[src/gb_io_pkg.sv]
// --------------------------------------
// shared types and constants for the bus
// and i/o side of the console
// imported by every stage and the bus_if
// --------------------------------------
`default_nettype none

package gb_io_pkg;

	// memory region of a decoded access
	typedef enum logic [2:0] {
		RGN_ROM,
		RGN_CRAM,
		RGN_WRAM,
		RGN_HRAM,
		RGN_IO,
		RGN_NONE
	} region_e;

	// addressed i/o register, IO_NONE outside the register set
	typedef enum logic [2:0] {
		IO_P1,
		IO_SB,
		IO_SC,
		IO_IF,
		IO_IE,
		IO_BOOT,
		IO_SVBK,
		IO_NONE
	} io_reg_e;

	localparam int ADDR_W      = 16;
	localparam int DATA_W      = 8;
	localparam int HRAM_ADDR_W = 7;   // 127 bytes used
	localparam int WRAM_ADDR_W = 15;  // 8 banks of 4k
	localparam int IRQ_COUNT   = 5;

	// --------------------------------------
	// memory map
	// --------------------------------------
	localparam logic [15:0] ROM_END       = 16'h7FFF;
	localparam logic [15:0] BOOT_ROM_END  = 16'h00FF;  // boot rom overlay
	localparam logic [15:0] CRAM_BASE     = 16'hA000;
	localparam logic [15:0] CRAM_END      = 16'hBFFF;
	localparam logic [15:0] WRAM_BASE     = 16'hC000;
	localparam logic [15:0] WRAM_END      = 16'hFDFF;  // incl echo area
	localparam logic [15:0] HRAM_BASE     = 16'hFF80;
	localparam logic [15:0] HRAM_END      = 16'hFFFE;
	localparam logic [15:0] ADDR_P1       = 16'hFF00;
	localparam logic [15:0] ADDR_SB       = 16'hFF01;
	localparam logic [15:0] ADDR_SC       = 16'hFF02;
	localparam logic [15:0] ADDR_IF       = 16'hFF0F;
	localparam logic [15:0] ADDR_BOOT     = 16'hFF50;
	localparam logic [15:0] ADDR_SVBK     = 16'hFF70;  // colour mode only
	localparam logic [15:0] ADDR_IE       = 16'hFFFF;

	// interrupt vectors, source n at base + n * step
	localparam logic [7:0] IRQ_VEC_BASE   = 8'h40;
	localparam int         IRQ_VEC_STEP   = 8;
	localparam logic [7:0] IRQ_VEC_NONE   = 8'h55;

	localparam logic [7:0] FAST_BOOT_FLAG = 8'h42;  // seen by boot code at ff50
	localparam logic [7:0] BOOT_OFF_DMG   = 8'h01;  // any value with bit 0
	localparam logic [7:0] BOOT_OFF_GBC   = 8'h11;  // exact match in colour mode

endpackage

`default_nettype wire

[src/bus_if.sv]
// --------------------------------------
// decoded cpu access, one per clock
// driven by addr_decode, consumed by the
// memory, i/o and read return stages
// --------------------------------------
`timescale 1ns/1ps
`default_nettype none

interface bus_if;
	import gb_io_pkg::*;

	logic [ADDR_W-1:0] addr;
	logic [DATA_W-1:0] wdata;
	logic              rd;      // one cycle per read
	logic              wr;      // one cycle per write
	region_e           region;
	io_reg_e           io_reg;  // IO_NONE unless region is RGN_IO

	modport decode_mp (
		output addr,
		output wdata,
		output rd,
		output wr,
		output region,
		output io_reg
	);

	modport stage_mp (
		input addr,
		input wdata,
		input rd,
		input wr,
		input region,
		input io_reg
	);

	// read return only needs to know what to pick
	modport return_mp (
		input rd,
		input region
	);

endinterface

`default_nettype wire

[src/read_return.sv]
// --------------------------------------
// stage 3: picks i/o or memory data for
// the read that left stage 2 and returns
// it with a one cycle valid pulse
// --------------------------------------
`timescale 1ns/1ps
`default_nettype none

module read_return (
	input  wire                          clk_cpu,
	input  wire                          reset,
	bus_if.return_mp                     bus,
	input  wire [gb_io_pkg::DATA_W-1:0]  reg_rdata,
	input  wire [gb_io_pkg::DATA_W-1:0]  mem_rdata,
	output logic [gb_io_pkg::DATA_W-1:0] rdata,
	output logic                         rdata_valid
);
	import gb_io_pkg::*;

	logic    rd_q;
	region_e region_q;

	// line up with the stage 2 registers
	always_ff @(posedge clk_cpu) begin
		if (reset) begin
			rd_q     <= 1'b0;
			region_q <= RGN_NONE;
		end else begin
			rd_q     <= bus.rd;
			region_q <= bus.region;
		end
	end

	always_ff @(posedge clk_cpu) begin
		if (reset)
			rdata_valid <= 1'b0;
		else
			rdata_valid <= rd_q;
		case (region_q)
			RGN_IO:   rdata <= reg_rdata;
			RGN_NONE: rdata <= 8'hFF;  // open bus
			default:  rdata <= mem_rdata;
		endcase
	end

endmodule

`default_nettype wire

[src/flat_wrapper.sv]
// flat-port wrapper written by rule: the top's interface ports become plain ports
module read_return_flat import gb_io_pkg::*;
  (clk_cpu, reset, reg_rdata, mem_rdata, rdata, rdata_valid, bus_rd, bus_region);
  bus_if bus_i ();
  input  wire clk_cpu;
  input  wire reset;
  input  wire [gb_io_pkg::DATA_W-1:0] reg_rdata;
  input  wire [gb_io_pkg::DATA_W-1:0] mem_rdata;
  output logic [gb_io_pkg::DATA_W-1:0] rdata;
  output logic rdata_valid;
  input wire logic [$bits(bus_i.rd)-1:0] bus_rd;
  input wire logic [$bits(bus_i.region)-1:0] bus_region;
  assign bus_i.rd = bus_rd;
  assign bus_i.region = bus_region;
  read_return u_core (.clk_cpu(clk_cpu), .reset(reset), .bus(bus_i), .reg_rdata(reg_rdata), .mem_rdata(mem_rdata), .rdata(rdata), .rdata_valid(rdata_valid));
endmodule
[config.mk]
export PLATFORM = sky130hd
export DESIGN_NAME = read_return_flat
export DESIGN_NICKNAME = d
export VERILOG_FILES = /design/src/gb_io_pkg.sv /design/src/bus_if.sv /design/src/read_return.sv /design/src/flat_wrapper.sv
export SDC_FILE = /design/constraint.sdc
export NUM_CORES = 1
export LEC_CHECK = 0
export ABC_AREA = 1
export ABC_CLOCK_PERIOD_IN_PS = 2150
export BUFFER_PORTS_ARGS = -buffer_cell sky130_fd_sc_hd__buf_2
export CAP_MARGIN = 25
export CORE_MARGIN = 2
export CORE_UTILIZATION = 40
export CTS_BUF_LIST = sky130_fd_sc_hd__clkbuf_4
export CTS_CLUSTER_DIAMETER = 200
export DETAILED_ROUTE_END_ITERATION = 10
export PLACE_DENSITY = 0.86
export SETUP_SLACK_MARGIN = 0.02
export SLEW_MARGIN = 0
export SYNTH_ARGS = -nofsm -noshare
export SYNTH_HDL_FRONTEND = slang
export SYNTH_SLANG_ARGS = --single-unit
[constraint.sdc]
create_clock -name clk_cpu -period 2.15 [get_ports clk_cpu]
set_input_delay 0.5375 -clock clk_cpu [delete_from_list [all_inputs] [get_ports clk_cpu]]
set_output_delay 0.5375 -clock clk_cpu [all_outputs]
set_load 0.005 [all_outputs]
Word level (Yosys, flattened, before mapping)
Cells that the tools add are included.
{ "classes": {"addsub": 0, "multipliers": 0, "n_div": 0, "order_cmp": 0, "n_eq_ne": 2, "shifts": 0, "mux": 1, "n_bitwise": 0, "n_reduce_logical": 0} }
{ "ops": {"columns": ["cell", "n"], "rows": [
  ["one-hot mux 8 bit (2 select lines)", 1],
  ["equality test 3 bit, second input constant", 2]
]} }
{ "word_totals": {"reg_bits": 13, "latch_bits": 0, "ramBits": 0, "rom_bits": 0, "output_inout_bits": 9, "mem_count": 0} }

Logic depth before layout (Yosys ltp)
{ "logic_depth": {"ltp_word": 2, "mapped_depth": 5} }

Worst setup path before layout
OpenSTA, ideal clock, no wires.
{ "synth_path": {"path_kind": "input to register", "from": "input reset", "to": "register u_core.region_q[0]", "setup_ps": 120, "arrival_time_ps": 734, "required_ps": 2030, "setup_slack_ps": 1296, "stages": 1, "path_cell_list": "or2_1"} }
{ "synth_rtl": {"columns": ["item", "line", "rtl"], "rows": [
  ["start, declared", "flat_wrapper.sv:6", "input wire reset;"],
  ["end signal, assigned", "read_return.sv:30", "region_q <= bus.region;"],
  ["end, declared", "read_return.sv:21", "region_e region_q;"]
]} }
No word-level cell between the ends.

Worst setup path after layout
{ "layout_path": {"from": "register u_core.rdata[1] (netlist name)", "to": "output rdata[1] (netlist name)"} }
{ "layout_rtl": {"columns": ["item", "line", "rtl"], "rows": [
  ["start, declared", "read_return.sv:15", "output logic [gb_io_pkg::DATA_W-1:0] rdata,"],
  ["start signal, assigned", "read_return.sv:40", "RGN_IO: rdata <= reg_rdata;"],
  ["start signal, assigned", "read_return.sv:42", "default: rdata <= mem_rdata;"],
  ["end, declared", "flat_wrapper.sv:9", "output logic [gb_io_pkg::DATA_W-1:0] rdata;"]
]} }
No word-level cell between the ends.

==> summary.txt <==
Timing
  • Final Setup Violations: 0
  • Clk_skew: ~1.8 ps
  • Post-layout minimum cycle time: ~1200 ps
  • Hold slack: between 400 and 500 ps
  • Max-slew headroom: between 70% and 80%
  • FMAX: 809 MHz
  • Worst-Margin Slew: roughly 370 ps
  • Final Cycle Share: a little under three fifths
  • Setup TNS: 0 ps
  • Hold Fails Final Rpt: 0
  • RSZ-0062 raised after global routing: false
  • Max Slew Vio Count: 0

Global route
  • GR Util All Layers: between 10% and 20%
  • Global-route wire length before repair: around 1.4 mm
  • Grt total ovfl: 0
  • Vias in the first global route: 368
  • Largest net degree at the start of global routing: 10
  • Initial antenna violation count: 0

Clock network
  • Longest Clk Path Bufs: 2
  • H-tree levels: 1
  • Clk slew on worst S/H paths: approximately 70 ps
  • CTS tree: yes
  • Insertion delay to the later sink of the worst-skew pair: around 280 ps
  • Sink Count: 13
  • CTS buffer count: 3
  • Clock root cell: clkbuf_4
  • CTS Hold Bufs: 0
  • Post-CTS Setup Inserts: 0
  • Resize count post-CTS: 0

Synth
  • Synth warnings: 0
  • Sequential area share after synthesis: ~50%
  • Post-synthesis cell type count: 10
  • Mapped Cells: 73
  • Synthesis-stage register bit count: 13
  • Mapped Nets: 95
  • Post-Syn Area: 523 µm²
  • Syn Area/Cell: 7.16 µm²

Drt
  • DR pass1 iterations: 4
  • Vias: approximately 490
  • Post-route DRC: 0
  • Drt wl/cell: 7.98 µm
  • DRT iter0 DRCs: 1
  • Drt total wl: slightly below 1 mm
  • Post-route ant nets: 0
  • Vias per cell: 4.02

Die
  • Initial core utilization: about two fifths
  • # rows: 13
  • # IOs: 31
  • Die ar.: ~1600 µm²
  • Die width: between 40 and 50 µm
  • DIE HEIGHT: between 40 and 50 µm
  • Core area: ~1300 µm²

Final layout
  • Area of the multi-input gates: roughly 150 µm²
  • Area delta synth->final: 35.9%
  • Layout filler cell count: 114
  • Final Non-Filler Cells: roughly 120
  • Final Instance Area: slightly above 700 µm²
  • Leading cell types in the layout, fill and taps excluded: 30 x buf_2, 22 x inv_1, 16 x nand2_1, 13 x dfxtp_1, 8 x nand3_1
  • Layout cells sized above 1: between 30% and 40%
  • Reg area: around 260 µm²
  • Commonest non-fill, non-tap cell in the layout: buf_2
  • Fin nets: between 100 and 150
  • Antenna diode count: 0

Setup path
  • FF-to-FF path depth: 4
  • CP arrival: 700 ps
  • CP max stage delay: roughly 310 ps
  • CP cell instances: buf_2
  • Critical path launch point type: flip-flop
  • Crit-path max FO: 1
  • Req. time, crit path: roughly 1600 ps
  • Crit-path leading delay family: flip-flops
  • Worst path bufs/invs: 1
  • Slowest CP cell: dfxtp_1
  • Critical path type: flip-flop to primary output
  • Crit path depth: 1
  • Critical path endpoint category: primary output

Power and ir drop
  • PD cells: roughly 690 nW/µm²
  • Peak supply drop: a little over 0.4 mV
  • Pwr Total: 0.494 mW
  • Lkg Pwr: ~0.45 nW

Place
  • Area after DPL: around 700 µm²
  • Cells after DPL: 117
  • GPL Wtd Cong: approximately 0.65
  • DP HPWL: slightly above 700 µm
  • Port bufs: 30

Min path
  • Worst Hold Class: flip-flop to flip-flop
  • Hold path cells: 2

Flow run
  • Max Cap Viol: 0

Outcome
  • Status: finished, final reports clean
[per-stage QoR]
step | util [%] | setup WS, ps
2_1_floorplan | - | 1300
3_3_place_gp | 54.3 | 1160
3_5_place_dp | 54.3 | 1130
4_1_cts | 56.7 | 893
5_1_grt | 56.7 | 863
6_report | 56.7 | 913
[logic make-up (layout without fill, tap and decap cells)]
group | after synthesis | count (layout) | synth area share (%)
buffers and inverters | 29 | 62 | 22.2
flip-flops | 13 | 13 | 49.8
AND/OR/NAND/NOR | 31 | 31 | 28.0
[area by class of cell]
| cell class | count | share of cell area [%] |
|---|---|---|
| tap | 15 | 2.64 |
| clock buffer | 4 | 4.23 |
| multi-input combinational | 31 | 20.6 |
| sequential | 13 | 36.6 |
| timing repair buffer | 30 | 21.1 |
| inverter | 28 | 14.8 |
[metal layers]
metal,track usage (%),vias to the layer above,share of wire (%)
met5,0,-,0
met4,10.3,0,2.2
met3,8.89,4,11
met2,23.8,25,47
met1,13.7,193,39
li1,-,265,-
[sequential cells by signal (all words and copies together), names as in the netlist]
signal / count
u_core.rdata: 8
u_core.region_q: 3
u_core.rd_q: 1
u_core.rdata_valid: 1
[cells in the mapped netlist]
cell,number,share of area [%]
inv_1,22,16
dfxtp_1,13,50
nand3_1,8,7.7
nor2_1,3,2.2
nand2_1,16,11
buf_6,1,2.2
nor2_4,1,2.2
inv_2,6,4.3
nand2_4,1,2.2
or2_1,2,2.4
[power by group]
part | switching [mW] | internal [mW] | total (mW)
combinational | 0.0319 | 0.0351 | 0.0670
clock | 0.0764 | 0.0847 | 0.161
sequential | 0.00772 | 0.258 | 0.266
[path summary, 6_finish.rpt]
| check | startpoint | to | slack (ps) |
|---|---|---|---|
| hold / removal | u_core.rd_q | u_core.rdata_valid | 420 |
| setup reg to reg | u_core.region_q[2] | u_core.rdata[5] | 1240 |
| hold reg to reg | u_core.rd_q | u_core.rdata_valid | 420 |
| setup / recovery | u_core.rdata[1] | rdata[1] | 910 |
(Power assumes the default switching activity.)
