$ cat src/gb_io_pkg.sv
// --------------------------------------
// shared types and constants for the bus
// and i/o side of the console
// imported by every stage and the bus_if
// --------------------------------------
`default_nettype none

package gb_io_pkg;

	// memory region of a decoded access
	typedef enum logic [2:0] {
		RGN_ROM,
		RGN_CRAM,
		RGN_WRAM,
		RGN_HRAM,
		RGN_IO,
		RGN_NONE
	} region_e;

	// addressed i/o register, IO_NONE outside the register set
	typedef enum logic [2:0] {
		IO_P1,
		IO_SB,
		IO_SC,
		IO_IF,
		IO_IE,
		IO_BOOT,
		IO_SVBK,
		IO_NONE
	} io_reg_e;

	localparam int ADDR_W      = 16;
	localparam int DATA_W      = 8;
	localparam int HRAM_ADDR_W = 7;   // 127 bytes used
	localparam int WRAM_ADDR_W = 15;  // 8 banks of 4k
	localparam int IRQ_COUNT   = 5;

	// --------------------------------------
	// memory map
	// --------------------------------------
	localparam logic [15:0] ROM_END       = 16'h7FFF;
	localparam logic [15:0] BOOT_ROM_END  = 16'h00FF;  // boot rom overlay
	localparam logic [15:0] CRAM_BASE     = 16'hA000;
	localparam logic [15:0] CRAM_END      = 16'hBFFF;
	localparam logic [15:0] WRAM_BASE     = 16'hC000;
	localparam logic [15:0] WRAM_END      = 16'hFDFF;  // incl echo area
	localparam logic [15:0] HRAM_BASE     = 16'hFF80;
	localparam logic [15:0] HRAM_END      = 16'hFFFE;
	localparam logic [15:0] ADDR_P1       = 16'hFF00;
	localparam logic [15:0] ADDR_SB       = 16'hFF01;
	localparam logic [15:0] ADDR_SC       = 16'hFF02;
	localparam logic [15:0] ADDR_IF       = 16'hFF0F;
	localparam logic [15:0] ADDR_BOOT     = 16'hFF50;
	localparam logic [15:0] ADDR_SVBK     = 16'hFF70;  // colour mode only
	localparam logic [15:0] ADDR_IE       = 16'hFFFF;

	// interrupt vectors, source n at base + n * step
	localparam logic [7:0] IRQ_VEC_BASE   = 8'h40;
	localparam int         IRQ_VEC_STEP   = 8;
	localparam logic [7:0] IRQ_VEC_NONE   = 8'h55;

	localparam logic [7:0] FAST_BOOT_FLAG = 8'h42;  // seen by boot code at ff50
	localparam logic [7:0] BOOT_OFF_DMG   = 8'h01;  // any value with bit 0
	localparam logic [7:0] BOOT_OFF_GBC   = 8'h11;  // exact match in colour mode

endpackage

`default_nettype wire

$ cat src/bus_if.sv
// --------------------------------------
// decoded cpu access, one per clock
// driven by addr_decode, consumed by the
// memory, i/o and read return stages
// --------------------------------------
`timescale 1ns/1ps
`default_nettype none

interface bus_if;
	import gb_io_pkg::*;

	logic [ADDR_W-1:0] addr;
	logic [DATA_W-1:0] wdata;
	logic              rd;      // one cycle per read
	logic              wr;      // one cycle per write
	region_e           region;
	io_reg_e           io_reg;  // IO_NONE unless region is RGN_IO

	modport decode_mp (
		output addr,
		output wdata,
		output rd,
		output wr,
		output region,
		output io_reg
	);

	modport stage_mp (
		input addr,
		input wdata,
		input rd,
		input wr,
		input region,
		input io_reg
	);

	// read return only needs to know what to pick
	modport return_mp (
		input rd,
		input region
	);

endinterface

`default_nettype wire

$ cat src/io_regs.sv
// --------------------------------------
// stage 2 for i/o: joypad P1, dummy serial
// port, IF/IE with vector and ack, boot
// rom disable and the wram bank register
// writes land one edge after stage 1,
// reads are registered on the same edge
// --------------------------------------
`timescale 1ns/1ps
`default_nettype none

module io_regs #(
	parameter int SERIAL_DIV_W = 9  // 9 bits gives roughly 8 kHz shift clock
) (
	input  wire                          clk_cpu,
	input  wire                          reset,
	input  wire                          is_gbc,
	input  wire                          fast_boot,
	input  wire [7:0]                    joystick,
	input  wire                          vblank,     // level
	input  wire                          lcd_irq,    // pulse
	input  wire                          timer_irq,  // pulse
	input  wire                          irq_ack,
	bus_if.stage_mp                      bus,
	output logic [gb_io_pkg::DATA_W-1:0] reg_rdata,
	output logic                         boot_enabled,
	output logic [2:0]                   wram_bank,
	output logic                         irq_n,
	output logic [7:0]                   irq_vector
);
	import gb_io_pkg::*;

	logic                    io_wr;
	logic [1:0]              p54;          // P1 select bits, low selects
	logic [3:0]              joy_p14;      // direction group
	logic [3:0]              joy_p15;      // button group
	logic [7:0]              joy_d;
	logic [7:0]              joy_d2;
	logic                    vs_d;
	logic                    vs_d2;
	logic                    sc_start;
	logic                    sc_int;       // internal shift clock
	logic [SERIAL_DIV_W-1:0] serial_div;
	logic [3:0]              serial_cnt;
	logic                    serial_irq;
	logic [IRQ_COUNT-1:0]    if_r;
	logic [IRQ_COUNT-1:0]    ie_r;
	logic [IRQ_COUNT-1:0]    pending;
	logic [IRQ_COUNT-1:0]    ack_mask;
	logic [IRQ_COUNT-1:0]    irq_set;

	assign io_wr = bus.wr && (bus.region == RGN_IO);

	// --------------------------------------
	// joypad
	// --------------------------------------
	assign joy_p14 = ~{joystick[2], joystick[3], joystick[1], joystick[0]} | {4{p54[0]}};
	assign joy_p15 = ~{joystick[7], joystick[6], joystick[5], joystick[4]} | {4{p54[1]}};

	always_ff @(posedge clk_cpu) begin
		if (reset)
			p54 <= 2'b00;
		else if (io_wr && bus.io_reg == IO_P1)
			p54 <= bus.wdata[5:4];
	end

	// --------------------------------------
	// serial port, no partner attached
	// --------------------------------------
	always_ff @(posedge clk_cpu) begin
		serial_irq <= 1'b0;
		if (reset) begin
			sc_start   <= 1'b0;
			sc_int     <= 1'b0;
			serial_div <= '1;
			serial_cnt <= 4'd8;
		end else if (io_wr && bus.io_reg == IO_SC) begin
			sc_start <= bus.wdata[7];
			sc_int   <= bus.wdata[0];
			if (bus.wdata[7]) begin  // new transfer
				serial_div <= '1;
				serial_cnt <= 4'd8;
			end
		end else if (sc_start && sc_int) begin
			serial_div <= serial_div - 1'b1;
			if (serial_div == '0 && serial_cnt != 4'd0)
				serial_cnt <= serial_cnt - 4'd1;  // one bit shifted out
			if (serial_cnt == 4'd0) begin
				serial_irq <= 1'b1;  // byte done
				sc_start   <= 1'b0;
				serial_div <= '1;
				serial_cnt <= 4'd8;
			end
		end
	end

	// --------------------------------------
	// interrupt controller
	// --------------------------------------
	assign pending  = if_r & ie_r;
	assign ack_mask = pending & (~pending + 1'b1);  // lowest set bit only
	assign irq_set  = {|(~joy_d & joy_d2), serial_irq, timer_irq, lcd_irq, vs_d & ~vs_d2};
	assign irq_n    = ~|pending;

	always_comb begin
		irq_vector = IRQ_VEC_NONE;
		for (int i = IRQ_COUNT - 1; i >= 0; i--) begin  // lowest index wins
			if (pending[i])
				irq_vector = IRQ_VEC_BASE + 8'(i * IRQ_VEC_STEP);
		end
	end

	always_ff @(posedge clk_cpu) begin
		if (reset) begin
			vs_d   <= 1'b0;
			vs_d2  <= 1'b0;
			joy_d  <= 8'hFF;  // released lines read high
			joy_d2 <= 8'hFF;
			if_r   <= '0;
			ie_r   <= '0;
		end else begin
			vs_d   <= vblank;
			vs_d2  <= vs_d;
			joy_d  <= {joy_p14, joy_p15};
			joy_d2 <= joy_d;
			// a new event beats an ack on the same bit
			if_r <= (if_r & ~(irq_ack ? ack_mask : '0)) | irq_set;
			if (io_wr && bus.io_reg == IO_IF)
				if_r <= bus.wdata[IRQ_COUNT-1:0];  // cpu write overrides
			if (io_wr && bus.io_reg == IO_IE)
				ie_r <= bus.wdata[IRQ_COUNT-1:0];
		end
	end

	// --------------------------------------
	// boot rom disable and wram bank
	// --------------------------------------
	always_ff @(posedge clk_cpu) begin
		if (reset) begin
			boot_enabled <= 1'b1;
			wram_bank    <= 3'd1;
		end else if (io_wr) begin
			if (bus.io_reg == IO_BOOT) begin
				if ((is_gbc && bus.wdata == BOOT_OFF_GBC) ||
				    (!is_gbc && (bus.wdata & BOOT_OFF_DMG) != '0))
					boot_enabled <= 1'b0;  // cannot be turned back on
			end
			if (bus.io_reg == IO_SVBK)
				wram_bank <= (bus.wdata[2:0] == 3'd0) ? 3'd1 : bus.wdata[2:0];
		end
	end

	// registered read of the addressed register
	always_ff @(posedge clk_cpu) begin
		case (bus.io_reg)
			IO_P1:   reg_rdata <= {2'b11, p54, joy_p14 & joy_p15};
			IO_SB:   reg_rdata <= 8'hFF;  // nothing ever shifted in
			IO_SC:   reg_rdata <= {sc_start, 6'h3F, sc_int};
			IO_IF:   reg_rdata <= {{(DATA_W - IRQ_COUNT){1'b1}}, if_r};
			IO_IE:   reg_rdata <= {{(DATA_W - IRQ_COUNT){1'b0}}, ie_r};
			IO_BOOT: reg_rdata <= (fast_boot && boot_enabled) ? FAST_BOOT_FLAG : 8'hFF;
			IO_SVBK: reg_rdata <= {5'h1F, wram_bank};
			default: reg_rdata <= 8'hFF;
		endcase
	end

endmodule

`default_nettype wire

$ cat src/flat_wrapper.sv
// flat-port wrapper written by rule: the top's interface ports become plain ports
module io_regs_flat import gb_io_pkg::*;
#(
	parameter int SERIAL_DIV_W = 9                                           
)
  (clk_cpu, reset, is_gbc, fast_boot, joystick, vblank, lcd_irq, timer_irq, irq_ack, reg_rdata, boot_enabled, wram_bank, irq_n, irq_vector, bus_addr, bus_wdata, bus_rd, bus_wr, bus_region, bus_io_reg);
  bus_if bus_i ();
  input  wire clk_cpu;
  input  wire reset;
  input  wire is_gbc;
  input  wire fast_boot;
  input  wire [7:0] joystick;
  input  wire vblank;
  input  wire lcd_irq;
  input  wire timer_irq;
  input  wire irq_ack;
  output logic [gb_io_pkg::DATA_W-1:0] reg_rdata;
  output logic boot_enabled;
  output logic [2:0] wram_bank;
  output logic irq_n;
  output logic [7:0] irq_vector;
  input wire logic [$bits(bus_i.addr)-1:0] bus_addr;
  input wire logic [$bits(bus_i.wdata)-1:0] bus_wdata;
  input wire logic [$bits(bus_i.rd)-1:0] bus_rd;
  input wire logic [$bits(bus_i.wr)-1:0] bus_wr;
  input wire logic [$bits(bus_i.region)-1:0] bus_region;
  input wire logic [$bits(bus_i.io_reg)-1:0] bus_io_reg;
  assign bus_i.addr = bus_addr;
  assign bus_i.wdata = bus_wdata;
  assign bus_i.rd = bus_rd;
  assign bus_i.wr = bus_wr;
  assign bus_i.region = bus_region;
  assign bus_i.io_reg = bus_io_reg;
  io_regs #(.SERIAL_DIV_W(SERIAL_DIV_W)) u_core (.clk_cpu(clk_cpu), .reset(reset), .is_gbc(is_gbc), .fast_boot(fast_boot), .joystick(joystick), .vblank(vblank), .lcd_irq(lcd_irq), .timer_irq(timer_irq), .irq_ack(irq_ack), .bus(bus_i), .reg_rdata(reg_rdata), .boot_enabled(boot_enabled), .wram_bank(wram_bank), .irq_n(irq_n), .irq_vector(irq_vector));
endmodule
$ cat config.mk
export PLATFORM = sky130hd
export DESIGN_NAME = io_regs_flat
export DESIGN_NICKNAME = d
export VERILOG_FILES = /design/src/gb_io_pkg.sv /design/src/bus_if.sv /design/src/io_regs.sv /design/src/flat_wrapper.sv
export SDC_FILE = /design/constraint.sdc
export NUM_CORES = 1
export LEC_CHECK = 0
export ABC_AREA = 1
export BUFFER_PORTS_ARGS = -buffer_cell sky130_fd_sc_hd__clkbuf_2
export CAP_MARGIN = 20
export CORE_MARGIN = 2
export CORE_UTILIZATION = 56
export DETAILED_ROUTE_END_ITERATION = 16
export HOLD_SLACK_MARGIN = 0.02
export PLACE_DENSITY = 0.93
export SLEW_MARGIN = 5
export SYNTH_ARGS = -nofsm -noshare
export SYNTH_HDL_FRONTEND = slang
export SYNTH_SLANG_ARGS = --single-unit
$ cat constraint.sdc
create_clock -name clk_cpu -period 2.2 [get_ports clk_cpu]
set_input_delay 0 -clock clk_cpu [delete_from_list [all_inputs] [get_ports clk_cpu]]
set_output_delay 0 -clock clk_cpu [all_outputs]
set_load 0.1 [all_outputs]
### Yosys cells after proc, flatten, opt, wreduce, memory -nomap -nowiden

Index checks and enable logic that the tools add are counted.

* add/sub/neg operators: 3
* eq/ne operators: 8
* mux-type cells: 23
* bitwise operators: 16
* reductions and logical operators: 29

Operators by type and width (count)
* $pmux 8 s6: 1
* $mux 9: 4
* $mux 6: 5
* $mux 4: 5
* $and 5x5->5: 3
* $eq 3x3->1 const B: 4
* $logic_and 1x1->1: 10
* $mux 5: 2
* $not 5->5: 2
* $logic_not 9->1: 1
* $sub 9x1->9 const B: 1
* $and 8x8->8: 1
* $eq 8x5->1 const B: 1
* $mux 8: 1
* $not 4->4: 2
* $not 8->8: 1
* $or 4x4->4: 2
* $reduce_or 8->1: 1
* $eq 3x2->1 const B: 2
* $logic_not 3->1: 2
* $reduce_and 2->1: 3
* $reduce_and 3->1: 2
* $add 5x1->5 const B: 1
* $or 5x5->5: 1
* other kinds (15): 21

* bits in registers: 58
* input bits: 48
* output and inout bits: 21
* logic and storage cells: 94

### Depth between registers and ports, before layout

* word-level depth: 9
* depth in mapped cells: 11
* depth with buffers taken out: 10

### Least setup slack after synthesis

No wires, ideal clock.

* kind: register to output
* start point: register u_core.if_r[0]
* end point: output port irq_vector[2]
* data arrival time: 3344 ps
* required time: 2200 ps
* slack: -1144 ps
* cell stages (with the launch flop): 5
* path buffers: 1
* cells stage by stage: dfxtp_1 > nand2_1 > nand2_1 > nor3b_1 > buf_4

* cells in the longest elaborated chain, start to end: 2

Ends and longest elaborated chain
* start, declared: RTL line io_regs.sv:45 `logic [IRQ_COUNT-1:0] if_r;`
* start signal, assigned: RTL line io_regs.sv:126 `if_r <= (if_r & ~(irq_ack ? ack_mask : '0)) | irq_set;`
* start signal, assigned: RTL line io_regs.sv:128 `if_r <= bus.wdata[IRQ_COUNT-1:0];`
* $and 5x5->5: RTL line io_regs.sv:99 `assign pending = if_r & ie_r;`
* $mux 6: RTL line io_regs.sv:107 `if (pending[i])`
* end, declared: RTL line flat_wrapper.sv:21 `output logic [7:0] irq_vector;`

Every way passes these cells.

### Final worst setup path

* start point: input port bus_io_reg[0]
* end point: register u_core.if_r[2]

* cells in the longest elaborated chain, start to end: 3

Ends and longest elaborated chain
* start, declared: RTL line flat_wrapper.sv:27 `input wire logic [$bits(bus_i.io_reg)-1:0] bus_io_reg;`
* $eq 3x2->1: RTL line io_regs.sv:127 `if (io_wr && bus.io_reg == IO_IF)`
* $logic_and 1x1->1: RTL line io_regs.sv:127
* $mux 5: RTL line io_regs.sv:127

Every way passes these cells.
A chain may end at the register's enable or synchronous reset.

==> run_results.csv <==
group,metric,value,unit
sta,finalSetupViolCount,0,
floorplanning,num_rows,25,
grt,first_global_vias,2647,
synthesis,synth_warnings,0,
grt,grt_use_total,29.0,%
sta,slew_headroom,40.2,%
clock_tree,ctsHoldBuffers,23,
grt,antenna_found_initial,0,
synthesis,synth-seq-cells,58,
sta,fin_crit_sh,88.3,%
pwr,internal_power,0.00173,W
clock_tree,cts_resized,0,
worst_setup_path,end_kind,"register",
job,max_cap_violations,0,
clock_tree,insertion_delay,0.34,ns
floorplanning,core_area,4660,um^2
sta,finClkSkew,0.0107,ns
final_layout,final_cell_area,3360,um^2
routing,vias_per_cell,5.68,
final_layout,post_route_cells_drive_above_1_share,20.5,%
hold_path,hold_path_class,"in -> reg",
routing,wl_per_cell,15.0,um
final_layout,syn_to_final_growth,25.3,%
sta,hold_violations,0,
worst_setup_path,start_kind,"input port",
clock_tree,cts_made_buffers,9,
grt,met2_usage,48.9,%
placement,port-buffer-count,48,
placement,dp_cells,451,
grt,grt_use_met1,30.9,%
worst_setup_path,crit_arrival,2.17,ns
routing,drt-total-wl,7350,um
placement,dp_slack,0.711,ns
grt,grt_max_degree,31,
final_layout,fin_nets,482,
worst_setup_path,critical_path_required,2.42,ns
sta,tightest_slew,0.896,ns
routing,drc,0,
clock_tree,cts_max_path_buffers,2,
final_layout,antenna_cells,0,
floorplanning,ioPinCount,69,
routing,drt_first_pass_iters,5,
placement,placed_area,2950,um^2
synthesis,ys_seq_area_share,43.3,%
pwr,combPwrFrac,15.0,%
routing,drt_iter0_markers,230,
pwr,swShare,28.6,%
sta,layout_setup_ws,0.257,ns
worst_setup_path,cp_common_cell,"dlygate4sd3_1",
worst_setup_path,path_max_fanout,8,
floorplanning,dieWidth,73.2,um
pwr,p_per_area,721,nW/um^2
floorplanning,dieArea,5360,um^2
worst_setup_path,path_cells,"dlygate4sd3_1 > clkbuf_2 > inv_2 > nor2_2 > nand2_2 > o21ai_0 > a21oi_1 > dlygate4sd3_1",
placement,dpl.hpwl,4560,um
clock_tree,clock-sinks,58,
final_layout,final_util,72.1,%
floorplanning,die_height,73.2,um
sta,period_needed,1.94,ns
synthesis,synthCells,357,
clock_tree,cts_max_level,3,
floorplanning,start_util,57.6,%
grt,grt_busiest_layer,"met2",
worst_setup_path,cpMaxStageDelayCell,"dlygate4sd3_1",
grt,met3_usage,6.63,%
placement,gp_congestion,0.953,
sta,slew_violations,0,
final_layout,final_cells,489,
pwr,power_leakage,1.73,nW
routing,antenna_left,0,
pwr,clock_power_share,39.4,%
synthesis,synth_cell_types,39,
clock_tree,cts-root-buf,"clkbuf_8",
pwr,vdd_ir_drop_max,537,uV
grt,globalRouteOverflowTotal,0,
sta,max_freq,515,MHz
pwr,sequentialPowerShare,45.7,%
worst_setup_path,cpPeakStageDelay,0.57,ns
sta,rsz0062_at_grt,"false",
grt,grt_pass1_wl,11600,um
status,status,"finished, final reports clean",
worst_setup_path,worstSetupPathType,"in -> reg",
pwr,switching_power,0.000693,W
synthesis,synthesis.area,2680,um^2
clock_tree,postCtsSetupBuffers,0,
clock_tree,clk_pin_slew,0.06,ns
synthesis,synth.avg_cell_area,7.52,um^2
clock_tree,cts_tree,"yes",
routing,vias,2777,
## stage by stage
| step | hold WS [ns] | TNS, ns | total power, W |
|---|---|---|---|
| floorplan | 0.0861 | -0.0618 | 0.00137 |
| global placement | 0.193 | 0 | 0.00144 |
| detailed placement | 0.191 | 0 | 0.00144 |
| CTS | 0.0419 | 0 | 0.00241 |
| global route | 0.0878 | 0 | 0.00249 |
| finish | 0.0535 | 0 | 0.00242 |
## final timing paths
kind	depth (start not counted)	startpoint	slack, ns	end
worst min register to register	2	u_core.joy_d[4]	0.43	u_core.joy_d2[4]
worst max-delay path	8	bus_io_reg[0]	0.26	u_core.if_r[2]
worst min-delay path	2	reset	0.05	u_core.serial_cnt[2]
worst max register to register	5	u_core.ie_r[1]	0.65	u_core.if_r[2]
## power groups by stage
stage | logic, W | registers (W) | clock network, W
after global routing | 0.000379 | 0.00111 | 0.00100
after detailed placement | 0.000317 | 0.00113 | 0
final | 0.000363 | 0.00111 | 0.000954
after global placement | 0.000312 | 0.00113 | 0
after floorplan | 0.000126 | 0.00124 | 0
after CTS | 0.000351 | 0.00110 | 0.000958
## cells in the mapped netlist (all sizes together)
cell,instances,share of area (%)
nor3b,2,0.56
nor3,5,0.93
xor2,2,0.65
dfxtp,58,43
o22ai,2,0.47
a311oi,1,0.33
a221o,1,0.37
or2,7,1.6
clkbuf,3,0.42
a21oi,20,4.1
o211ai,3,0.84
buf,6,2.0
o21ai,26,5.0
nor2,38,6.9
xnor2,1,0.33
a211oi,3,0.84
nand4,6,1.4
inv,47,6.6
a21boi,1,0.28
o2111ai,1,0.33
conb,2,0.28
nand3,36,7.2
ha,3,1.4
nand2,78,12
nand3b,2,1.0
a31oi,1,0.23
a221oi,1,0.33
clkinv,1,0.14
## layout make-up
class                           instances  area, um^2
Tap cell                               54        67.6
Fill cell                             297        1300
Clock buffer                           12         145
Inverter                               48         180
Clock inverter                          3        40.0
Multi-Input combinational cell        243        1300
Timing Repair Buffer                   71         470
Sequential cell                        58        1160
## registers in the layout (all words and copies together), names as in the netlist
| register | count |
|---|---|
| u_core.sc_start | 1 |
| u_core.boot_enabled | 1 |
| u_core.serial_div | 9 |
| u_core.joy_d | 8 |
| u_core.wram_bank | 3 |
| u_core.vs_d | 1 |
| u_core.vs_d2 | 1 |
| u_core.p54 | 2 |
| u_core.serial_cnt | 4 |
| u_core.if_r | 5 |
| u_core.serial_irq | 1 |
| u_core.ie_r | 5 |
| u_core.sc_int | 1 |
| u_core.reg_rdata | 8 |
| u_core.joy_d2 | 8 |
## cell families after synthesis
family          share of synthesized area, %
other cells                            0.280
compound gates                          13.1
xor+xnor                               0.979
simple gates                            31.8
fa+ha+maj                               1.40
buf+inv                                 9.09
flops                                   43.3
## placed cells by master (no fill, tap or decap), types with 2 or more instances in the layout
master         synthesis  layout
clkbuf_1               3       2
dlygate4sd3_1          0      23
o22ai_1                2       2
nor2_8                 2       2
inv_2                  2       2
nand4_1                6       6
a211oi_1               3       3
clkbuf_2               0      48
nand2_2                2       2
o211ai_1               3       3
nor2_2                 4       4
nor2_1                32      32
nand2_4                4       4
a21oi_1               19      19
clkinv_2               0       2
nor3b_2                0       2
nand2_1               72      72
o21ai_0               24      24
xor2_1                 2       2
nand3_1               35      35
conb_1                 2       3
ha_1                   3       3
inv_1                 45      45
dfxtp_1               58      58
nor3_1                 5       4
or2_2                  7       7
clkbuf_8               0      10
## routing by layer
metal  up-vias  share of wire, %
met5         -                 0
met4         0               6.2
met3        48               8.1
met2       162                50
met1      1262                36
li1       1305                 -
## critical path, delay by kind of cell
family                 cells  cell delay, ns
buffers and inverters      4            1.32
AND/OR/NAND/NOR            2            0.54
AO/OA/AOI/OAI              2            0.30
Note: power is estimated with default switching activity, not from simulation.
