===== src/gb_io_pkg.sv =====
// --------------------------------------
// shared types and constants for the bus
// and i/o side of the console
// imported by every stage and the bus_if
// --------------------------------------
`default_nettype none

package gb_io_pkg;

	// memory region of a decoded access
	typedef enum logic [2:0] {
		RGN_ROM,
		RGN_CRAM,
		RGN_WRAM,
		RGN_HRAM,
		RGN_IO,
		RGN_NONE
	} region_e;

	// addressed i/o register, IO_NONE outside the register set
	typedef enum logic [2:0] {
		IO_P1,
		IO_SB,
		IO_SC,
		IO_IF,
		IO_IE,
		IO_BOOT,
		IO_SVBK,
		IO_NONE
	} io_reg_e;

	localparam int ADDR_W      = 16;
	localparam int DATA_W      = 8;
	localparam int HRAM_ADDR_W = 7;   // 127 bytes used
	localparam int WRAM_ADDR_W = 15;  // 8 banks of 4k
	localparam int IRQ_COUNT   = 5;

	// --------------------------------------
	// memory map
	// --------------------------------------
	localparam logic [15:0] ROM_END       = 16'h7FFF;
	localparam logic [15:0] BOOT_ROM_END  = 16'h00FF;  // boot rom overlay
	localparam logic [15:0] CRAM_BASE     = 16'hA000;
	localparam logic [15:0] CRAM_END      = 16'hBFFF;
	localparam logic [15:0] WRAM_BASE     = 16'hC000;
	localparam logic [15:0] WRAM_END      = 16'hFDFF;  // incl echo area
	localparam logic [15:0] HRAM_BASE     = 16'hFF80;
	localparam logic [15:0] HRAM_END      = 16'hFFFE;
	localparam logic [15:0] ADDR_P1       = 16'hFF00;
	localparam logic [15:0] ADDR_SB       = 16'hFF01;
	localparam logic [15:0] ADDR_SC       = 16'hFF02;
	localparam logic [15:0] ADDR_IF       = 16'hFF0F;
	localparam logic [15:0] ADDR_BOOT     = 16'hFF50;
	localparam logic [15:0] ADDR_SVBK     = 16'hFF70;  // colour mode only
	localparam logic [15:0] ADDR_IE       = 16'hFFFF;

	// interrupt vectors, source n at base + n * step
	localparam logic [7:0] IRQ_VEC_BASE   = 8'h40;
	localparam int         IRQ_VEC_STEP   = 8;
	localparam logic [7:0] IRQ_VEC_NONE   = 8'h55;

	localparam logic [7:0] FAST_BOOT_FLAG = 8'h42;  // seen by boot code at ff50
	localparam logic [7:0] BOOT_OFF_DMG   = 8'h01;  // any value with bit 0
	localparam logic [7:0] BOOT_OFF_GBC   = 8'h11;  // exact match in colour mode

endpackage

`default_nettype wire


===== src/bus_if.sv =====
// --------------------------------------
// decoded cpu access, one per clock
// driven by addr_decode, consumed by the
// memory, i/o and read return stages
// --------------------------------------
`timescale 1ns/1ps
`default_nettype none

interface bus_if;
	import gb_io_pkg::*;

	logic [ADDR_W-1:0] addr;
	logic [DATA_W-1:0] wdata;
	logic              rd;      // one cycle per read
	logic              wr;      // one cycle per write
	region_e           region;
	io_reg_e           io_reg;  // IO_NONE unless region is RGN_IO

	modport decode_mp (
		output addr,
		output wdata,
		output rd,
		output wr,
		output region,
		output io_reg
	);

	modport stage_mp (
		input addr,
		input wdata,
		input rd,
		input wr,
		input region,
		input io_reg
	);

	// read return only needs to know what to pick
	modport return_mp (
		input rd,
		input region
	);

endinterface

`default_nettype wire


===== src/addr_decode.sv =====
// --------------------------------------
// stage 1: registers the cpu request and
// classifies its address into region and
// i/o register; also drives the cartridge
// strobes straight off the stage register
// --------------------------------------
`timescale 1ns/1ps
`default_nettype none

module addr_decode (
	input  wire                          clk_cpu,
	input  wire                          reset,
	input  wire [gb_io_pkg::ADDR_W-1:0]  cpu_addr,
	input  wire [gb_io_pkg::DATA_W-1:0]  cpu_wdata,
	input  wire                          cpu_rd,
	input  wire                          cpu_wr,
	input  wire                          is_gbc,
	bus_if.decode_mp                     bus,
	output logic [gb_io_pkg::ADDR_W-1:0] cart_addr,
	output logic [gb_io_pkg::DATA_W-1:0] cart_wdata,
	output logic                         cart_rd,
	output logic                         cart_wr,
	output logic [7:0]                   boot_addr
);
	import gb_io_pkg::*;

	region_e region_d;
	io_reg_e io_reg_d;
	logic    is_cart;

	// --------------------------------------
	// address classification
	// --------------------------------------
	always_comb begin
		region_d = RGN_NONE;
		io_reg_d = IO_NONE;
		case (cpu_addr)  // single-address registers
			ADDR_P1:   io_reg_d = IO_P1;
			ADDR_SB:   io_reg_d = IO_SB;
			ADDR_SC:   io_reg_d = IO_SC;
			ADDR_IF:   io_reg_d = IO_IF;
			ADDR_IE:   io_reg_d = IO_IE;
			ADDR_BOOT: io_reg_d = IO_BOOT;
			ADDR_SVBK: io_reg_d = is_gbc ? IO_SVBK : IO_NONE;  // dmg has no svbk
			default:   io_reg_d = IO_NONE;
		endcase
		if (cpu_addr <= ROM_END)
			region_d = RGN_ROM;
		else if (cpu_addr >= CRAM_BASE && cpu_addr <= CRAM_END)
			region_d = RGN_CRAM;
		else if (cpu_addr >= WRAM_BASE && cpu_addr <= WRAM_END)
			region_d = RGN_WRAM;
		else if (cpu_addr >= HRAM_BASE && cpu_addr <= HRAM_END)
			region_d = RGN_HRAM;
		else if (io_reg_d != IO_NONE)
			region_d = RGN_IO;
	end

	// stage register
	always_ff @(posedge clk_cpu) begin
		bus.addr  <= cpu_addr;
		bus.wdata <= cpu_wdata;
		if (reset) begin
			bus.rd     <= 1'b0;
			bus.wr     <= 1'b0;
			bus.region <= RGN_NONE;
			bus.io_reg <= IO_NONE;
		end else begin
			bus.rd     <= cpu_rd;
			bus.wr     <= cpu_wr;
			bus.region <= region_d;
			bus.io_reg <= io_reg_d;
		end
	end

	// cartridge side, valid for one cycle after the sampling edge
	assign is_cart    = (bus.region == RGN_ROM) || (bus.region == RGN_CRAM);
	assign cart_addr  = bus.addr;
	assign cart_wdata = bus.wdata;
	assign cart_rd    = bus.rd && is_cart;
	assign cart_wr    = bus.wr && is_cart;  // mbc register writes land here too
	assign boot_addr  = bus.addr[7:0];

endmodule

`default_nettype wire


===== src/flat_wrapper.sv =====
// flat-port wrapper written by rule: the top's interface ports become plain ports
module addr_decode_flat import gb_io_pkg::*;
  (clk_cpu, reset, cpu_addr, cpu_wdata, cpu_rd, cpu_wr, is_gbc, cart_addr, cart_wdata, cart_rd, cart_wr, boot_addr, bus_addr, bus_wdata, bus_rd, bus_wr, bus_region, bus_io_reg);
  bus_if bus_i ();
  input  wire clk_cpu;
  input  wire reset;
  input  wire [gb_io_pkg::ADDR_W-1:0] cpu_addr;
  input  wire [gb_io_pkg::DATA_W-1:0] cpu_wdata;
  input  wire cpu_rd;
  input  wire cpu_wr;
  input  wire is_gbc;
  output logic [gb_io_pkg::ADDR_W-1:0] cart_addr;
  output logic [gb_io_pkg::DATA_W-1:0] cart_wdata;
  output logic cart_rd;
  output logic cart_wr;
  output logic [7:0] boot_addr;
  output wire logic [$bits(bus_i.addr)-1:0] bus_addr;
  output wire logic [$bits(bus_i.wdata)-1:0] bus_wdata;
  output wire logic [$bits(bus_i.rd)-1:0] bus_rd;
  output wire logic [$bits(bus_i.wr)-1:0] bus_wr;
  output wire logic [$bits(bus_i.region)-1:0] bus_region;
  output wire logic [$bits(bus_i.io_reg)-1:0] bus_io_reg;
  assign bus_addr = bus_i.addr;
  assign bus_wdata = bus_i.wdata;
  assign bus_rd = bus_i.rd;
  assign bus_wr = bus_i.wr;
  assign bus_region = bus_i.region;
  assign bus_io_reg = bus_i.io_reg;
  addr_decode u_core (.clk_cpu(clk_cpu), .reset(reset), .cpu_addr(cpu_addr), .cpu_wdata(cpu_wdata), .cpu_rd(cpu_rd), .cpu_wr(cpu_wr), .is_gbc(is_gbc), .bus(bus_i), .cart_addr(cart_addr), .cart_wdata(cart_wdata), .cart_rd(cart_rd), .cart_wr(cart_wr), .boot_addr(boot_addr));
endmodule

===== config.mk =====
export PLATFORM = sky130hd
export DESIGN_NAME = addr_decode_flat
export DESIGN_NICKNAME = d
export VERILOG_FILES = /design/src/gb_io_pkg.sv /design/src/bus_if.sv /design/src/addr_decode.sv /design/src/flat_wrapper.sv
export SDC_FILE = /design/constraint.sdc
export NUM_CORES = 1
export LEC_CHECK = 0
export ABC_AREA = 1
export BUFFER_PORTS_ARGS = -buffer_cell sky130_fd_sc_hd__buf_2
export CAP_MARGIN = 30
export CORE_AREA = 4 4 71 60
export CTS_BUF_LIST = sky130_fd_sc_hd__clkbuf_8
export DETAILED_ROUTE_END_ITERATION = 8
export DIE_AREA = 0 0 75 64
export PLACE_DENSITY = 0.76
export SLEW_MARGIN = 20
export SYNTH_ARGS = -nofsm -noshare
export SYNTH_HDL_FRONTEND = slang
export SYNTH_SLANG_ARGS = --single-unit

===== constraint.sdc =====
create_clock -name clk_cpu -period 1.08 [get_ports clk_cpu]
set_input_delay 0.27 -clock clk_cpu [delete_from_list [all_inputs] [get_ports clk_cpu]]
set_output_delay 0.27 -clock clk_cpu [all_outputs]
set_load 0.05 [all_outputs]

# Yosys cells after proc, flatten, opt, wreduce, memory -nomap -nowiden
# Cells that the tools add are included.
# classes
reduce_logical	8
mux	7
order_cmp	7
eq_ne	9
# ops
cell	count
$eq 16x16->1 const B	7
$ge 16x16->1 const B	3
$le 16x16->1 const B	3
$pmux 3 s7	1
$le 16x15->1 const B	1
$mux 3	4
$logic_and 1x1->1	5
$eq 3x1->1 const B	1
$logic_not 3->1	1
$ne 3x3->1 const B	1
$reduce_or 3->1	1
$mux 1	2
$logic_or 1x1->1	1
# totals
word_cells	38
out_inout_bits	66
ff_bits	32
inputBits	29

# Longest topological paths before layout
# Gate-level depths: netlist (run 1).
# logic_depth
ltp_word	8
ltp_mapped	11
mapped_depth_nobuf	11

# Worst setup path before layout (run 1)
# OpenSTA, ideal clock, no wires.
# synth_timing
kind	flip-flop to output port
startpoint	reg u_core.bus.rd
endpoint	out cart_rd
arrival_time_ns	1.833
path_buffers	0
setup_slack_ns	-1.023
t_required_ns	0.810
stages_incl_launch_ff	2
path_cell_list	dfxtp_1 -> nor3b_1
# synth_via
elab_chain_cells	1
# synth_rtl
item	line	rtl
from (decl)	bus_if.sv:22	output rd,
from (signal assigned)	addr_decode.sv:69	bus.rd <= cpu_rd;
$logic_and 1x1->1	addr_decode.sv:80	assign cart_rd = bus.rd && is_cart;
to (decl)	flat_wrapper.sv:14	output logic cart_rd;
# No other way between the ends.

# Final worst setup path (run 1)
# layout_timing
startpoint	reg u_core.bus.region[1]
endpoint	out cart_wr
# layout_via
elab_chain_cells	3
word_cells_on_any_way	4
cone_classes	1 x eq/ne; 3 x reduce/logical
# layout_rtl
item	line	rtl
from (decl)	bus_if.sv:24	output region,
from (signal assigned)	addr_decode.sv:71	bus.region <= region_d;
$eq 3x1->1 / $logic_not 3->1 (equally long branches)	addr_decode.sv:77	assign is_cart = (bus.region == RGN_ROM) || (bus.region == RGN_CRAM);
$logic_or 1x1->1 (*)	addr_decode.sv:77	
$logic_and 1x1->1 (*)	addr_decode.sv:81	assign cart_wr = bus.wr && is_cart;
to (decl)	flat_wrapper.sv:15	output logic cart_wr;
# Every way passes the cells marked *; elsewhere a longest branch is shown, timed or not.

==> results.md, run 1 <==
- Cell variety after synth: 19
- Antenna cells: 0
- Min Tclk post-route: 1.28 ns
- GRT Total Usage: 12.7%
- Sw frac: 32.3%
- Area grow syn2layout: 97.7%
- Remaining Overflow, GRT: 0
- Worst setup margin: -0.198 ns
- Max reg flops: 16
- Antenna violations before repair: 0
- Unrepaired setup endpoints after global routing: yes
- H-tree depth: 2
- Via count: 1160
- Max Cap Violations: 0
- Die width: 75 um
- CTS tree: yes
- Outcome: complete, but fails checks
- Mean Syn Cell Area: 8.94 sq um
- First-pass GRT wire length: 4540 um
- Worst-Margin Slew: 0.250 ns
- Pleak: 1.28 nW
- Register area share after synthesis: 50.1%
- Post-DRT Antenna Nets: 0
- RePlAce Congestion: 0.686
- Commonest non-fill, non-tap cell in the layout: buf_8
- Max FO, Critical Path: 3
- Most frequent cells in the layout: buf_8 (43), buf_6 (27), buf_2 (21), dfxtp_4 (18), buf_4 (14)
- DRC Markers: 0
- Hold_buf cts: 0
- Initial core utilization: 35.2%
- Post-Syn Instances: 143
- Clock-pin slew on the worst setup and hold paths: 0.07 ns
- Max Slew Vio Count: 0
- Register share of total power: 38.3%
- Worst Setup SP: u_core.bus.region[1]
- Switch Pwr: 0.00110 W
- Arrival @ worst endpoint: 1.01 ns
- TritonRoute pass-1 iters: 4
- Site Rows: 20
- CP required: 0.81 ns
- Hold Crit Class: input pin to flop
- Int Pwr: 0.00230 W
- Die H: 64 um
- VDD IR max: 740 uV
- Synth warn: 0
- IO Port Bufs: 94
- DR vias/cell: 4.33
- CTS Buf Count: 5
- Initial DRC Count: 7
- Post-detailed-routing wire length: 3510 um
- Biggest register: u_core.bus.addr
- Nets: 252
- Achievable Freq: 0.783 GHz
- Root buf cell: clkbuf_8
- Final Setup Violations: 22
- Die area: 4800 sq um
- Failing checks: setup timing
- Worst setup endpoint: cart_wr
- Drt wl/cell: 13.1 um
- Clock sink count: 32
- Post-Place Setup Slack: -0.263 ns
- Vias in the first global route: 1048
- Crit end category: primary output
- Final Hold Vio Count: 0
- CTS max path bufs: 2
- Final TNS setup: -0.632 ns
- Worst setup path class: flop to primary output
- Max_slew headroom: 83.4%
- Net Count, Synth: 172
- Filler Cells Inserted: 255
- Core Area: 3630 sq um
- Worst Setup Start Kind: flop
- Ratio of cells with drive above 1 in the final layout: 76.3%
- Synthesized flop and latch total: 32
- Clock power share: 33.0%
- Gate power share: 28.6%
- DP HPWL: 2240 um
- Regs by FF count: u_core.bus.addr: 16 flops, u_core.bus.wdata: 8 flops
- Synth Cell Area: 1280 sq um
- Power per cell area: 1340 nW/um^2
- IO Pins: 95
- Final period utilization: 118%
- Largest net degree at the start of global routing: 11
## per-layer routing
metal / share of wire, % / vias up / track usage (%)
met5: 0 / - / 0
met4: 0.40 / 0 / 5.33
met3: 14 / 2 / 5.35
met2: 54 / 67 / 22.7
met1: 32 / 522 / 12.4
li1: - / 569 / -
## critical path: stages (launching register included)
cell,delay (ns)
dfxtp_2,0.35
nor3b_4,0.20
buf_6,0.18
## per-stage QoR
stage                     cells  hold slack, ns  utilization [%]  total power (W)  instance area [sq um]
after CTS                   266          0.0780             59.3          0.00329                   2150
after global placement      258           0.373             46.8          0.00202                   1700
after detailed placement    258           0.374             46.8          0.00203                   1700
after floorplan             143           0.298                -          0.00190                   1340
final                       268          0.0824             69.7          0.00339                   2530
after global routing        268          0.0644             69.7          0.00353                   2530
## synth_stat cells
library cell / instances / area share, %
a21oi_1: 1 / 0.39
buf_4: 32 / 19
dfxtp_1: 32 / 50
inv_1: 14 / 4.1
inv_2: 2 / 0.59
nand2_1: 16 / 4.7
nand2_2: 6 / 2.9
nand2_4: 3 / 2.6
nand3_1: 7 / 2.7
nand4_1: 3 / 1.5
nor2_1: 17 / 5.0
nor2_2: 1 / 0.49
nor2_4: 1 / 0.88
nor2_8: 1 / 1.6
nor3b_1: 2 / 1.2
o2111ai_1: 1 / 0.69
o211ai_1: 1 / 0.59
o21ai_0: 2 / 0.78
o21ai_1: 1 / 0.39
## kinds of logic after synthesis
group	Yosys count	share of synthesized area (%)
DFF	32	50.1
buffers and inverters	48	23.5
and+or+nand+nor	57	23.6
AOI/OAI and AO/OA	6	2.84
## layout make-up
type	instances	area (sq um)	area share (%)
timing repair buffer	105	1160	45.9
multi-input combinational	63	424	16.8
sequential	32	721	28.5
clock buffer	5	68.8	2.72
inverter	16	60.1	2.38
tap	44	55.1	2.18
clock inverter	3	38.8	1.53
## how the worst min path moves through the flow
stage          slack, ns             endpoint  cells past startpoint         start
2_1_floorplan       0.30   u_core.bus.addr[0]                      0   cpu_addr[0]
3_3_place_gp        0.37  u_core.bus.wdata[1]                      1  cpu_wdata[1]
3_5_place_dp        0.37  u_core.bus.wdata[3]                      1  cpu_wdata[3]
4_1_cts             0.08  u_core.bus.wdata[3]                      1  cpu_wdata[3]
5_1_grt             0.06  u_core.bus.addr[10]                      1  cpu_addr[10]
6_report            0.08  u_core.bus.addr[10]                      1  cpu_addr[10]
## power groups by stage
stage	Combinational (W)	Sequential, W	Clock (W)
2_1_floorplan	0.000384	0.00151	0
3_3_place_gp	0.000720	0.00130	0
3_5_place_dp	0.000723	0.00130	0
4_1_cts	0.000851	0.00129	0.00115
5_1_grt	0.00101	0.00131	0.00122
6_report	0.000971	0.00130	0.00112
## timing repair
action                     in CTS  in global routing
setup buffers                   0                  2
gates resized for setup       116                 98
setup endpoints to repair      66                 64
pin swaps                       2                 17
hold endpoints to repair        0                  0
Power figures use the tool's default switching activity.
==> run 2, diff against run 1 <==
--- a/config.mk
+++ b/config.mk
@@ -6,13 +6,13 @@
 export NUM_CORES = 1
 export LEC_CHECK = 0
 export ABC_AREA = 1
-export BUFFER_PORTS_ARGS = -buffer_cell sky130_fd_sc_hd__buf_2
 export CAP_MARGIN = 30
-export CORE_AREA = 4 4 71 60
+export CORE_AREA = 4 4 58 49
 export CTS_BUF_LIST = sky130_fd_sc_hd__clkbuf_8
 export DETAILED_ROUTE_END_ITERATION = 8
-export DIE_AREA = 0 0 75 64
-export PLACE_DENSITY = 0.76
+export DIE_AREA = 0 0 62 53
+export DONT_BUFFER_PORTS = 1
+export PLACE_DENSITY = 0.75
 export SLEW_MARGIN = 20
 export SYNTH_ARGS = -nofsm -noshare
 export SYNTH_HDL_FRONTEND = slang
==> run 2 against run 1 <==
  * The run still ends with setup timing left
  * Total power shrank 5.8%
  * Clock-buffer cell count is the same
  * Die area shrank 32%
  * Critical path depth is the same
  * Global-route usage grew 5.2 points
  * Final area shrank 18%
  * Sequential cell count is the same
  * Combinational power shrank 16%
==> results.md, run 2 (synthesized netlist as in run 1, its figures left out) <==
- Antenna cells: 0 (unchanged)
- Final Setup Violations: 28 (+27%)
- Achievable Freq: 0.768 GHz (-1.9%)
- Max reg flops: 16 (unchanged)
- DR vias/cell: 4.90 (+13%)
- Most frequent cells in the layout: buf_12 (26), dfxtp_2 (24), dlygate4sd3_1 (18), nand2_1 (16), nor2_1 (15)
- Max FO, Critical Path: 3 (unchanged)
- Power per cell area: 1550 nW/um^2 (+15%)
- H-tree depth: 2 (unchanged)
- Die width: 62 um (-17%)
- Max Slew Vio Count: 0 (unchanged)
- First-pass GRT wire length: 4090 um (-9.9%)
- IO Port Bufs: 0 (-100%)
- IO Pins: 95 (unchanged)
- DP HPWL: 2260 um (+0.66%)
- Commonest non-fill, non-tap cell in the layout: buf_12
- Worst-Margin Slew: 0.434 ns (+0.184 ns)
- Area occupied by multi-input gates: 365 sq um (-14%)
- Vias in the first global route: 971 (-7.3%)
- Initial DRC Count: 9 (+2)
- Placed Cells incl. Taps: 173 (-33%)
- Drt wl/cell: 15.7 um (+20%)
- Outcome: complete, but fails checks
- Worst setup margin: -0.223 ns (-0.0248 ns)
- Final Hold Vio Count: 0 (unchanged)
- Area grow syn2layout: 61.5%
- CTS tree: yes
- Crit end category: primary output
- RePlAce Congestion: 0.782 (+14%)
- Min Tclk post-route: 1.30 ns (+0.0248 ns)
- Gate power share: 25.6% (-3.0 points)
- Pleak: 0.990 nW (-22%)
- Post-DP Area: 1730 sq um (+1.7%)
- GRT Total Usage: 17.9% (+5.2 points)
- Max_slew headroom: 70.7% (-13 points)
- Die area: 3290 sq um (-32%)
- Remaining Overflow, GRT: 0 (unchanged)
- Ratio of cells with drive above 1 in the final layout: 52.9% (-23 points)
- Switch Pwr: 0.000992 W (-9.6%)
- Filler Cells Inserted: 101 (-60%)
- Post-DRT Antenna Nets: 0 (unchanged)
- Largest net degree at the start of global routing: 11 (unchanged)
- Worst Setup Start Kind: flop
- Regs by FF count: u_core.bus.addr: 16 flops, u_core.bus.wdata: 8 flops
- Worst setup path class: flop to primary output
- Fin area: 2070 sq um (-18%)
- Site Rows: 16 (-20%)
- CP required: 0.81 ns (about the same)
- Layout Cells excl Fill: 201 (-25%)
- Sw frac: 31.0% (-1.3 points)
- CTS Buf Count: 5 (unchanged)
- Core Area: 2340 sq um (-35%)
- Clock sink count: 32 (unchanged)
- Post-detailed-routing wire length: 3160 um (-10%)
- CTS max path bufs: 2 (unchanged)
- VDD IR max: 1620 uV (+120%)
- Nets: 202 (-20%)
- Initial core utilization: 54.6% (+19 points)
- Unrepaired setup endpoints after global routing: yes
- Final period utilization: 121% (+2.3 points)
- Die H: 53 um (-17%)
- Int Pwr: 0.00221 W (-4.0%)
- Clock-pin slew on the worst setup and hold paths: 0.06 ns (about the same)
- Biggest register: u_core.bus.addr
- Antenna violations before repair: 0 (unchanged)
- Arrival @ worst endpoint: 1.03 ns (+0.02 ns)
- Root buf cell: clkbuf_8
- Clock power share: 33.8% (+0.8 points)
- Sequential Area: 686 sq um (-4.9%)
- DRC Markers: 0 (unchanged)
- Via count: 985 (-15%)
- Max Cap Violations: 0 (unchanged)
- Register share of total power: 40.5% (+2.2 points)
- TritonRoute pass-1 iters: 4 (unchanged)
- Failing checks: setup timing
- Hold Crit Class: input pin to flop
-- run 2: timing repair --
action / CTS / global route
setup buffers: 1 / 1
pin swaps: 1 / 3
cloned: 0 / 0
gates resized for setup: 5 / 6
endpoints found under the setup margin: 34 / 61
hold buffers: 0 / 18
hold endpoints to repair: 0 / 18
-- run 2: final cells by class --
class                   instances  area share (%)
repair buffers                 55            39.4
flip-flops and latches         32            33.2
multi-input cells              63            17.7
clock buffers                   5            3.33
inverters                      16            2.91
clock inverters                 3            1.88
well taps                      27            1.64
-- run 2: path summary, 6_finish.rpt --
check	from	depth (start not counted)	slack, ns	endpoint
hold / removal	cpu_addr[9]	0	0.02	u_core.bus.addr[9]
setup / recovery	u_core.bus.region[2]	2	-0.22	cart_rd
-- run 2: power by group through the flow --
stage	sequential, W	clock, W	combinational [W]
CTS	0.00130	0.00111	0.000767
floorplan	0.00151	0	0.000384
detailed placement	0.00132	0	0.000756
finish	0.00130	0.00108	0.000819
global placement	0.00132	0	0.000749
global route	0.00130	0.00116	0.000850
-- run 2: worst max-delay path: stages, from the launching register on --
cell	delay, ns
dfxtp_4	0.36
nor3b_4	0.23
buf_12	0.16
-- run 2: per-layer routing --
metal,vias up,part of all wire (%),GRT usage [%],routed length [um]
li1,464,-,-,-
met2,56,57,32.6,1810
met4,0,1.8,10.6,57
met3,9,11,11.2,345
met5,-,0,0,0
met1,456,30,13.5,944
-- run 2: metrics by stage --
stage	hold slack [ns]	util, %	setup slack [ns]	setup TNS [ns]	total power [W]
2_1_floorplan	0.298	-	-0.133	-0.318	0.00190
3_3_place_gp	0.298	73.7	-0.0825	-0.0825	0.00207
3_5_place_dp	0.298	73.7	-0.206	-0.536	0.00208
4_1_cts	0.00191	79.3	-0.239	-1.35	0.00317
5_1_grt	0.00292	88.2	-0.271	-2.25	0.00331
6_report	0.0155	88.2	-0.223	-1.03	0.00320
